--- src/pea_isa_pkg.sv ---
// **************************************************************************
// Instruction set of the PEA: word widths, command token layout, opcodes
// and the signed data token type.
// **************************************************************************

`default_nettype none

package pea_isa_pkg;

    // **********************************************************************
    // Word widths
    // **********************************************************************

    localparam int word_size_c   = 16;                // Width of every input token.
    localparam int result_size_c = 2 * word_size_c;   // Result and status are double width.

    // **********************************************************************
    // Command token
    // **********************************************************************

    // The opcode sits in the upper byte, so a command reads as 0xOOAA in hex
    // where AA packs arg1 and arg2 together.
    typedef struct packed {
        logic [7:0] opcode;  // Operation to perform.
        logic [2:0] arg1;    // Number of data tokens to read, minus one.
        logic [4:0] arg2;    // Arithmetic right shift on the final result.
    } pea_cmd_t;

    // Supported operations. Anything else is rejected by the firing FSM.
    localparam logic [7:0] op_sum   = 8'h01;  // Sum of the tokens.
    localparam logic [7:0] op_sumsq = 8'h02;  // Sum of the squared tokens.
    localparam logic [7:0] op_max   = 8'h03;  // Largest token.

    // **********************************************************************
    // Data token
    // **********************************************************************

    // Data tokens are two's complement.
    typedef logic signed [word_size_c-1:0] pea_data_t;

endpackage : pea_isa_pkg

`default_nettype wire

--- src/pea_status_pkg.sv ---
// **************************************************************************
// Status codes of a firing and the layout of the 32-bit status word.
// **************************************************************************

`default_nettype none

package pea_status_pkg;

    // Outcome of one firing. The code is the low byte of the status word.
    typedef enum logic [7:0] {
        st_ok         = 8'd0,  // Firing completed normally.
        st_no_command = 8'd1,  // The command FIFO was empty at invoke.
        st_bad_opcode = 8'd2,  // The popped command had an unknown opcode.
        st_underflow  = 8'd3   // Too few data tokens were stored.
    } pea_status_code_t;

    // The status word as it leaves the element. The opcode field is zero
    // when no command was popped.
    typedef struct packed {
        logic [15:0]      reserved;  // Always zero.
        logic [7:0]       opcode;    // Opcode of the popped command.
        pea_status_code_t code;      // Outcome code.
    } pea_status_word_t;

endpackage : pea_status_pkg

`default_nettype wire

--- src/pea_fifo_rd_if.sv ---
// **************************************************************************
// Read side of a PEA input FIFO, with modports for the FIFO and its reader.
// **************************************************************************

`timescale 1ns/1ps
`default_nettype none

interface pea_fifo_rd_if #(
    parameter type payload_t   = logic [15:0],  // Token type carried by the FIFO.
    parameter int  buffer_size = 16             // Depth of the FIFO, a power of two.
);

    // The count needs one bit more than the address to reach buffer_size.
    localparam int count_w = $clog2(buffer_size) + 1;

    logic               rd_en;  // Pop request from the reader.
    payload_t           token;  // Head of the FIFO, valid while empty is low.
    logic [count_w-1:0] count;  // Number of stored tokens.
    logic               empty;  // No token stored.

    // The FIFO owns the data and the levels.
    modport fifo (
        input  rd_en,
        output token,
        output count,
        output empty
    );

    // The reader only pops. It must not raise rd_en while empty is high.
    modport reader (
        output rd_en,
        input  token,
        input  count,
        input  empty
    );

endinterface : pea_fifo_rd_if

`default_nettype wire

--- src/pea_fifo.sv ---
// **************************************************************************
// Synchronous first-word-fall-through FIFO for one kind of PEA input token.
// **************************************************************************

`timescale 1ns/1ps
`default_nettype none

module pea_fifo #(
    parameter type payload_t   = logic [15:0],  // Token type stored in the buffer.
    parameter int  buffer_size = 16             // Number of entries, a power of two.
) (
    input  wire logic     clk,
    input  wire logic     rst_n,
    input  wire logic     wr,       // Host write strobe.
    input  wire payload_t wr_data,  // Token to store.
    output logic          full,     // No free entry left.
    pea_fifo_rd_if.fifo   rd        // Read side towards the firing FSM.
);

    localparam int addr_w  = $clog2(buffer_size);
    localparam int count_w = addr_w + 1;

    // ***********************************************************************
    // Storage and pointers
    // ***********************************************************************

    payload_t           mem [buffer_size];  // Circular buffer.
    logic [addr_w-1:0]  wr_ptr_q;           // Next entry to write.
    logic [addr_w-1:0]  rd_ptr_q;           // Entry at the head.
    logic [count_w-1:0] count_q;            // Occupancy.

    logic do_wr;  // Write that is actually stored.
    logic do_rd;  // Pop that is actually performed.

    assign full  = (count_q == count_w'(buffer_size));
    assign do_wr = wr && !full;                // A write into a full FIFO is dropped.
    assign do_rd = rd.rd_en && (count_q != '0); // Guard against a stray pop when empty.

    // Pointers wrap on their own since the depth is a power of two.
    always_ff @(posedge clk)
    begin
        if (!rst_n)
        begin
            wr_ptr_q <= '0;
            rd_ptr_q <= '0;
            count_q  <= '0;
        end
        else
        begin
            if (do_wr)
                wr_ptr_q <= wr_ptr_q + 1'b1;
            if (do_rd)
                rd_ptr_q <= rd_ptr_q + 1'b1;
            // A simultaneous read and write leaves the occupancy unchanged.
            if (do_wr && !do_rd)
                count_q <= count_q + 1'b1;
            else if (do_rd && !do_wr)
                count_q <= count_q - 1'b1;
        end
    end

    // The data array itself is plain storage.
    always_ff @(posedge clk)
    begin
        if (do_wr)
            mem[wr_ptr_q] <= wr_data;  // Visible at the head from this edge on.
    end

    // ***********************************************************************
    // Read side
    // ***********************************************************************

    // The head falls through combinationally, so the reader sees the token
    // in the same cycle in which it decides to pop.
    assign rd.token = mem[rd_ptr_q];
    assign rd.count = count_q;
    assign rd.empty = (count_q == '0);

endmodule : pea_fifo

`default_nettype wire

--- src/pea_firing_fsm.sv ---
// **************************************************************************
// Firing FSM of the PEA: fetches and checks a command, reads its data
// tokens, accumulates and emits the result with its status word.
// **************************************************************************

`timescale 1ns/1ps
`default_nettype none

module pea_firing_fsm
    import pea_isa_pkg::*;
    import pea_status_pkg::*;
(
    input  wire logic                     clk,
    input  wire logic                     rst_n,
    input  wire logic                     start,      // One-cycle firing request.
    pea_fifo_rd_if.reader                 cmd_rd,     // Command FIFO read side.
    pea_fifo_rd_if.reader                 data_rd,    // Data FIFO read side.
    output logic                          result_wr,  // Result and status strobe.
    output logic [result_size_c-1:0]      result,     // Shifted accumulator.
    output logic [result_size_c-1:0]      status,     // Status word.
    output logic                          fc          // Firing complete.
);

    // ***********************************************************************
    // State and datapath registers
    // ***********************************************************************

    typedef enum logic [2:0] {
        s_idle,   // Waiting for start.
        s_fetch,  // Pop and latch a command.
        s_check,  // Validate opcode and data population.
        s_read,   // Pop and fold one data token per cycle.
        s_emit    // Present result and status for one cycle.
    } fire_state_t;

    fire_state_t state_q;

    pea_cmd_t                        cmd_q;     // Latched command, zero if none popped.
    pea_status_code_t                code_q;    // Outcome of this firing.
    logic [2:0]                      remain_q;  // Tokens left to read, minus one.
    logic                            first_q;   // Next token is the first one.
    logic signed [result_size_c-1:0] acc_q;     // Running result.

    logic signed [result_size_c-1:0] tok_ext;   // Sign-extended head data token.
    logic signed [result_size_c-1:0] tok_sq;    // Square of the head data token.
    logic signed [result_size_c-1:0] acc_next;  // Accumulator after folding the head.
    logic                            op_known;  // Latched opcode is supported.
    logic                            too_few;   // Fewer data tokens stored than needed.
    pea_status_word_t                status_w;

    // ***********************************************************************
    // Command checks
    // ***********************************************************************

    assign op_known = (cmd_q.opcode == op_sum)
                   || (cmd_q.opcode == op_sumsq)
                   || (cmd_q.opcode == op_max);

    // The command asks for arg1 plus one tokens.
    assign too_few = int'(data_rd.count) < (int'(cmd_q.arg1) + 1);

    // ***********************************************************************
    // Accumulator update
    // ***********************************************************************

    always_comb
    begin
        tok_ext = result_size_c'(data_rd.token);  // Size cast keeps the sign.
        tok_sq  = tok_ext * tok_ext;
        case (cmd_q.opcode)
            op_sum:   acc_next = acc_q + tok_ext;
            op_sumsq: acc_next = acc_q + tok_sq;
            op_max:   acc_next = (first_q || (tok_ext > acc_q)) ? tok_ext : acc_q;
            default:  acc_next = acc_q;  // Never reached in s_read.
        endcase
    end

    // ***********************************************************************
    // State register
    // ***********************************************************************

    always_ff @(posedge clk)
    begin
        if (!rst_n)
            state_q <= s_idle;
        else
        begin
            case (state_q)
                s_idle:
                    if (start)
                        state_q <= s_fetch;
                s_fetch:
                    // An empty command FIFO ends the firing right away.
                    state_q <= cmd_rd.empty ? s_emit : s_check;
                s_check:
                    state_q <= (!op_known || too_few) ? s_emit : s_read;
                s_read:
                    if (remain_q == '0)
                        state_q <= s_emit;  // Last token folded in this cycle.
                s_emit:
                    state_q <= s_idle;
                default:
                    state_q <= s_idle;
            endcase
        end
    end

    // ***********************************************************************
    // Datapath
    // ***********************************************************************

    always_ff @(posedge clk)
    begin
        case (state_q)
            s_fetch:
            begin
                acc_q <= '0;  // Error firings report a zero result.
                if (cmd_rd.empty)
                begin
                    cmd_q  <= '0;  // Opcode field and shift both read as zero.
                    code_q <= st_no_command;
                end
                else
                    cmd_q <= cmd_rd.token;
            end
            s_check:
            begin
                remain_q <= cmd_q.arg1;
                first_q  <= 1'b1;
                if (!op_known)
                    code_q <= st_bad_opcode;
                else if (too_few)
                    code_q <= st_underflow;  // Data stays in the FIFO.
                else
                    code_q <= st_ok;
            end
            s_read:
            begin
                acc_q    <= acc_next;
                remain_q <= remain_q - 1'b1;
                first_q  <= 1'b0;
            end
            default:
            begin
                // Hold everything between firings.
            end
        endcase
    end

    // ***********************************************************************
    // Outputs
    // ***********************************************************************

    // Pops are decoded from the state so that they are low after reset.
    assign cmd_rd.rd_en  = (state_q == s_fetch) && !cmd_rd.empty;
    assign data_rd.rd_en = (state_q == s_read);  // Population was checked before.

    assign fc        = (state_q == s_emit);
    assign result_wr = fc;                        // Same pulse as firing complete.

    assign result = acc_q >>> cmd_q.arg2;         // Arithmetic shift keeps the sign.

    assign status_w.reserved = '0;
    assign status_w.opcode   = cmd_q.opcode;
    assign status_w.code     = code_q;
    assign status            = status_w;

endmodule : pea_firing_fsm

`default_nettype wire

--- src/pea_top.sv ---
// **************************************************************************
// PEA top level: invoke FSM, command and data input FIFOs, firing FSM.
// **************************************************************************

`timescale 1ns/1ps
`default_nettype none

module pea_top
    import pea_isa_pkg::*;
#(
    parameter int buffer_size = 16  // Depth of each input FIFO, a power of two.
) (
    input  wire logic                         clk,
    input  wire logic                         rst_n,
    input  wire logic                         invoke,      // Scheduler firing request.
    input  wire logic                         cmd_wr,      // Host command write strobe.
    input  wire logic [word_size_c-1:0]       cmd_in,      // Command token.
    input  wire logic                         data_wr,     // Host data write strobe.
    input  wire logic [word_size_c-1:0]       data_in,     // Data token.
    output logic                              cmd_full,
    output logic                              data_full,
    output logic [$clog2(buffer_size):0]      cmd_count,   // Command population.
    output logic [$clog2(buffer_size):0]      data_count,  // Data population.
    output logic                              busy,        // A firing is in progress.
    output logic                              fc,          // Firing complete.
    output logic                              result_wr,
    output logic [2*word_size_c-1:0]          result,
    output logic [2*word_size_c-1:0]          status
);

    // ***********************************************************************
    // Input FIFOs
    // ***********************************************************************

    pea_fifo_rd_if #(.payload_t(pea_cmd_t),  .buffer_size(buffer_size)) cmd_rd ();
    pea_fifo_rd_if #(.payload_t(pea_data_t), .buffer_size(buffer_size)) data_rd ();

    pea_fifo #(
        .payload_t   (pea_cmd_t),
        .buffer_size (buffer_size)
    ) cmd_fifo (
        .clk     (clk),
        .rst_n   (rst_n),
        .wr      (cmd_wr),
        .wr_data (pea_cmd_t'(cmd_in)),
        .full    (cmd_full),
        .rd      (cmd_rd)
    );

    pea_fifo #(
        .payload_t   (pea_data_t),
        .buffer_size (buffer_size)
    ) data_fifo (
        .clk     (clk),
        .rst_n   (rst_n),
        .wr      (data_wr),
        .wr_data (pea_data_t'(data_in)),
        .full    (data_full),
        .rd      (data_rd)
    );

    // The scheduler sees the occupancies as the token populations.
    assign cmd_count  = cmd_rd.count;
    assign data_count = data_rd.count;

    // ***********************************************************************
    // Invoke FSM
    // ***********************************************************************

    typedef enum logic [1:0] {
        inv_idle,          // Ready for an invoke.
        inv_firing_start,  // Issue the start pulse.
        inv_firing_wait    // Wait for the firing to complete.
    } invoke_state_t;

    invoke_state_t inv_state_q;
    logic          start;  // One-cycle start towards the firing FSM.

    always_ff @(posedge clk)
    begin
        if (!rst_n)
            inv_state_q <= inv_idle;
        else
        begin
            case (inv_state_q)
                inv_idle:
                    if (invoke)
                        inv_state_q <= inv_firing_start;
                inv_firing_start:
                    inv_state_q <= inv_firing_wait;
                inv_firing_wait:
                    if (fc)
                        inv_state_q <= inv_idle;  // Invokes seen until here are dropped.
                default:
                    inv_state_q <= inv_idle;
            endcase
        end
    end

    assign start = (inv_state_q == inv_firing_start);
    assign busy  = (inv_state_q != inv_idle);

    // ***********************************************************************
    // Firing FSM
    // ***********************************************************************

    pea_firing_fsm firing_fsm (
        .clk       (clk),
        .rst_n     (rst_n),
        .start     (start),
        .cmd_rd    (cmd_rd),
        .data_rd   (data_rd),
        .result_wr (result_wr),
        .result    (result),
        .status    (status),
        .fc        (fc)
    );

endmodule : pea_top

`default_nettype wire
--- config.mk ---
export PLATFORM = sky130hd
export DESIGN_NAME = pea_top
export DESIGN_NICKNAME = d
export VERILOG_FILES = /design/src/pea_isa_pkg.sv /design/src/pea_status_pkg.sv /design/src/pea_fifo_rd_if.sv /design/src/pea_fifo.sv /design/src/pea_firing_fsm.sv /design/src/pea_top.sv
export SDC_FILE = /design/constraint.sdc
export NUM_CORES = 2
export LEC_CHECK = 0
export BUFFER_PORTS_ARGS = -buffer_cell sky130_fd_sc_hd__buf_2
export CAP_MARGIN = 10
export CORE_MARGIN = 5
export CORE_UTILIZATION = 28
export DETAILED_ROUTE_END_ITERATION = 10
export SLEW_MARGIN = 10
export SYNTH_ARGS = -nofsm -noshare
export SYNTH_HDL_FRONTEND = slang
export SYNTH_HIERARCHICAL = 1
export SYNTH_SLANG_ARGS = --single-unit
--- constraint.sdc ---
create_clock -name clk -period 9.5 [get_ports clk]
set_input_delay 0.475 -clock clk [delete_from_list [all_inputs] [get_ports clk]]
set_output_delay 0.475 -clock clk [all_outputs]
set_load 0.005 [all_outputs]
# Word-level counts from Yosys, hierarchy flattened
# Memory sizes are Yosys's and may differ from the RTL's. A register that Yosys moved wholly into a read port is not among the register bits.
# Cells that the tools add are included.
# classes
add_sub_neg	12
mul	1
order_cmp	2
n_eq_ne	18
shifts	1
mux	27
n_reduce_logical	37
# ops
cell	count
$pmux W32 S3	1
$pmux W32 S2	1
$add A32 B16 Y32	1
$add A32 B32 Y32	1
$gt A16 B32 Y1	1
$lt A6 B32 Y1	1
$mul A16 B16 Y32	1
$mux W32	1
$sshr A32 B5 Y32	1
$mux W5	4
$add A4 B1 Y4 const B	4
$eq A8 B2 Y1 const B	2
$mux W8	2
$pmux W8 S2	1
$mux W3	4
$pmux W3 S4	1
$reduce_bool A2 Y1	6
$add A5 B1 Y5 const B	2
$eq A5 B5 Y1 const B	2
$reduce_bool A5 Y1	2
$sub A5 B1 Y5 const B	2
$logic_and A1 B1 Y1	9
$eq A8 B1 Y1 const B	1
$logic_not A1 Y1	8
23 further kinds	39
# word_totals
regBits	75
ramBits	512
mem_count	2
# memory_table
name	words	word_bits	rd	rd_ports_with_merged_regs	wr	line_no	source
cmd_fifo.mem	16	16	1	1	1	pea_fifo.sv:27	payload_t mem [buffer_size];
data_fifo.mem	16	16	1	1	1	pea_fifo.sv:27	

# Depth between registers and ports, before layout
# depth
word_depth	7
depth_mapped	31
mapped_depth_nobuf	28

# Hierarchy
# Netlist, hierarchy kept.
# by_module_without_submodules
mod	instances	cells_each	area_each_um2	seq_area_each_um2
pea_firing_fsm	1	1931	17010.1	1681.6
pea_fifo at data_fifo	1	507	10561.4	8027.7
pea_fifo at cmd_fifo	1	507	10558.9	8027.7
pea_top	1	8	75.1	40.0

# Worst setup path after synthesis
# Ideal clock, no wire load.
# synth_path
path_type	register to register
startpoint	reg (tool-made name)
endpoint	reg firing_fsm.acc_q[28] (data pin)
setup_time_ns	0.265
arrival_ns	8.246
required_ns	9.235
path_slack_ns	0.989
path_stages_with_launch	28
cell_sequence	dfxtp_1 > buf_2 > buf_2 > mux4_2 > a22oi_1 > nand2_1 > clkbuf_1 > and2_1 > fa_1 > inv_1 > fa_1 > inv_1 > fa_1 > fa_1 > fa_1 > inv_1 > fa_1 > inv_1 > ha_1 > and4_1 > and2_1 > a221oi_1 > o21ai_0 > a211o_1 > xor2_1 > a21oi_1 > nor2_1 > or3_1
# synth_rtl
item	line_no	source
end signal, assigned	pea_firing_fsm.sv:139	acc_q <= acc_next;
end, declared	pea_firing_fsm.sv:42	logic signed [result_size_c-1:0] acc_q;

==> reports/qor.yml <==
rr_worst_depth: 25
path_class: "register to register"
hold_path.class: "input port to register"
start_kind: "register"
io_pins: 116
syn_area_mm2: 0.03820
area_delta_synth_final_pct: 12.00
cts_setup_buffers: 0
syn_area_per_cell_um2: 12.94
layout-drive-gt1-share: 0.1446
drtAntennaViolNets: 0
first_pass_iters: 5
min-delay-start: "invoke"
start_util: 0.2820
grt_use_total: 0.1322
grt_max_degree: 65
worstReg2RegEnd: "firing_fsm/acc_q[28]"
place_congestion: 0.8421
status: "complete, no violations"
fin_crit_ns: 8.592
ctsHtreeMaxLevel: 2
antenna_found_initial: 5
clockBufferDepth: 3
routed_wl_um: 94910
die_x_um: 379.4
fin_tns_setup_ns: 0
ctsResizeCount: 0
post-route-period-util: 0.9044
core_mm2: 0.1355
r2r_slack_ns: 0.91
grt_overflow: 0
hold_viol: 0
setup_violations: 0
dp_hpwl_um: 67940
critical_path_required_ns: 9.91
cts_tree: "done"
register_area_mm2: 0.01779
hold_end: "inv_state_q[0]"
max_cap_violations: 0
grt_pass1_wl_um: 147000
clock_sinks: 605
io_buffers: 93
fp.dieH_um: 379.4
drtIter0Drc: 1655
rows: 135
max-slew-margin-rel: 0.2079
layout.nets: 3544
layout_common_cells: "566 x edfxtp_1, 431 x inv_1, 266 x fa_1"
drc: 0
clk_latency_ns: 0.67
fin_skew_ns: 0.05536
multiInputGateArea_mm2: 0.01819
fmax_mhz: 116.4
synth_warnings: 6
endpoint_kind: "register"
root_buffer: "clkbuf_16"
postSynthCellCount: 2952
worst_pin_slew_ns: 1.188
report.final.slew_viol_count: 0
cts_made_buffers: 61
cts_hold_buf: 0
layout_commonest_cell: "edfxtp_1"
min_path_cells: 3
avgRoutedWirePerCell_um: 19.44
path_clk_slew_ns: 0.06
via_count: 23170
path_max_fanout: 16
worst_ep_arrival_time_ns: 9.01
worst_hold_slack_ns: 0.1434
rsz0062_at_grt: "false"
first_global_vias: 24390
fillers: 13550
die_area_mm2: 0.1439
viasPerCell: 4.745
## worst max-delay path by stage
stage / from / end / slack (ns) / depth (start not counted)
after detailed placement: register / firing_fsm/acc_q[28] / 0.84 / 25
final: register / firing_fsm/acc_q[28] / 0.91 / 25
after global routing: register / firing_fsm/acc_q[31] / 0.19 / 29
after floorplan: register / firing_fsm/acc_q[28] / 0.99 / 27
after global placement: register / firing_fsm/acc_q[28] / 0.89 / 25
after CTS: register / firing_fsm/acc_q[28] / 0.87 / 25
## flip-flops by register name (all words and copies together) (netlist names), named ones only
| name | count |
|---|---|
| cmd_fifo/mem | 256 |
| cmd_fifo/rd.count | 5 |
| cmd_fifo/rd_ptr_q | 4 |
| cmd_fifo/wr_ptr_q | 4 |
| data_fifo/mem | 256 |
| data_fifo/rd.count | 5 |
| data_fifo/rd_ptr_q | 4 |
| data_fifo/wr_ptr_q | 4 |
| firing_fsm/acc_q | 32 |
| firing_fsm/cmd_q | 8 |
| firing_fsm/code_q | 2 |
| firing_fsm/first_q | 1 |
| firing_fsm/remain_q | 3 |
| firing_fsm/state_q | 3 |
| firing_fsm/status | 8 |
| inv_state_q | 2 |
## worst max-delay path: stages (launching register included)
cell and delay (ns):
dfxtp_4 0.56, buf_4 0.34, buf_4 0.34, mux4_2 0.53, a22oi_1 0.15, nand2_1 0.40, buf_4 0.36, and2_1 0.24
fa_1 0.61, fa_1 0.46, fa_1 0.57, fa_1 0.44, fa_1 0.50, inv_1 0.05, fa_1 0.47, inv_1 0.05
ha_1 0.35, and4_1 0.23, and2_1 0.19, a221oi_1 0.33, o21ai_0 0.14, a211o_1 0.32, xor2_1 0.16, a21oi_1 0.14
nor2_1 0.06, or3_1 0.38
## area by class of cell
type | instances | share of cell area
well taps | 1781 | 0.05208
flip-flops and latches | 605 | 0.4157
clock buffers | 78 | 0.03810
multi-input cells | 1785 | 0.4252
inverters | 433 | 0.03799
clock inverters | 37 | 0.007691
diodes | 2 | 0.0001170
repair buffers | 161 | 0.02310
## stage by stage
stage / cell area, um2 / util / worst slack (ns) / cells
after global placement: 40820 / 0.3013 / 0.8882 / 4765
final: 42790 / 0.3158 / 0.9080 / 4882
after detailed placement: 40820 / 0.3013 / 0.8446 / 4765
after CTS: 42780 / 0.3158 / 0.8661 / 4880
after floorplan: 38280 / - / 0.9887 / 2973
after global routing: 42780 / 0.3158 / 0.1927 / 4880
## metal layers
metal	vias up	share of wire	track usage
met1	11890	0.43	0.1768
met4	2	0.020	0.02862
met2	611	0.49	0.2267
met3	116	0.060	0.02177
met5	-	0.00014	0
li1	10550	-	-
Power is not shown: default switching activity piles up to over one toggle a cycle in this logic, so the estimate is an artifact.
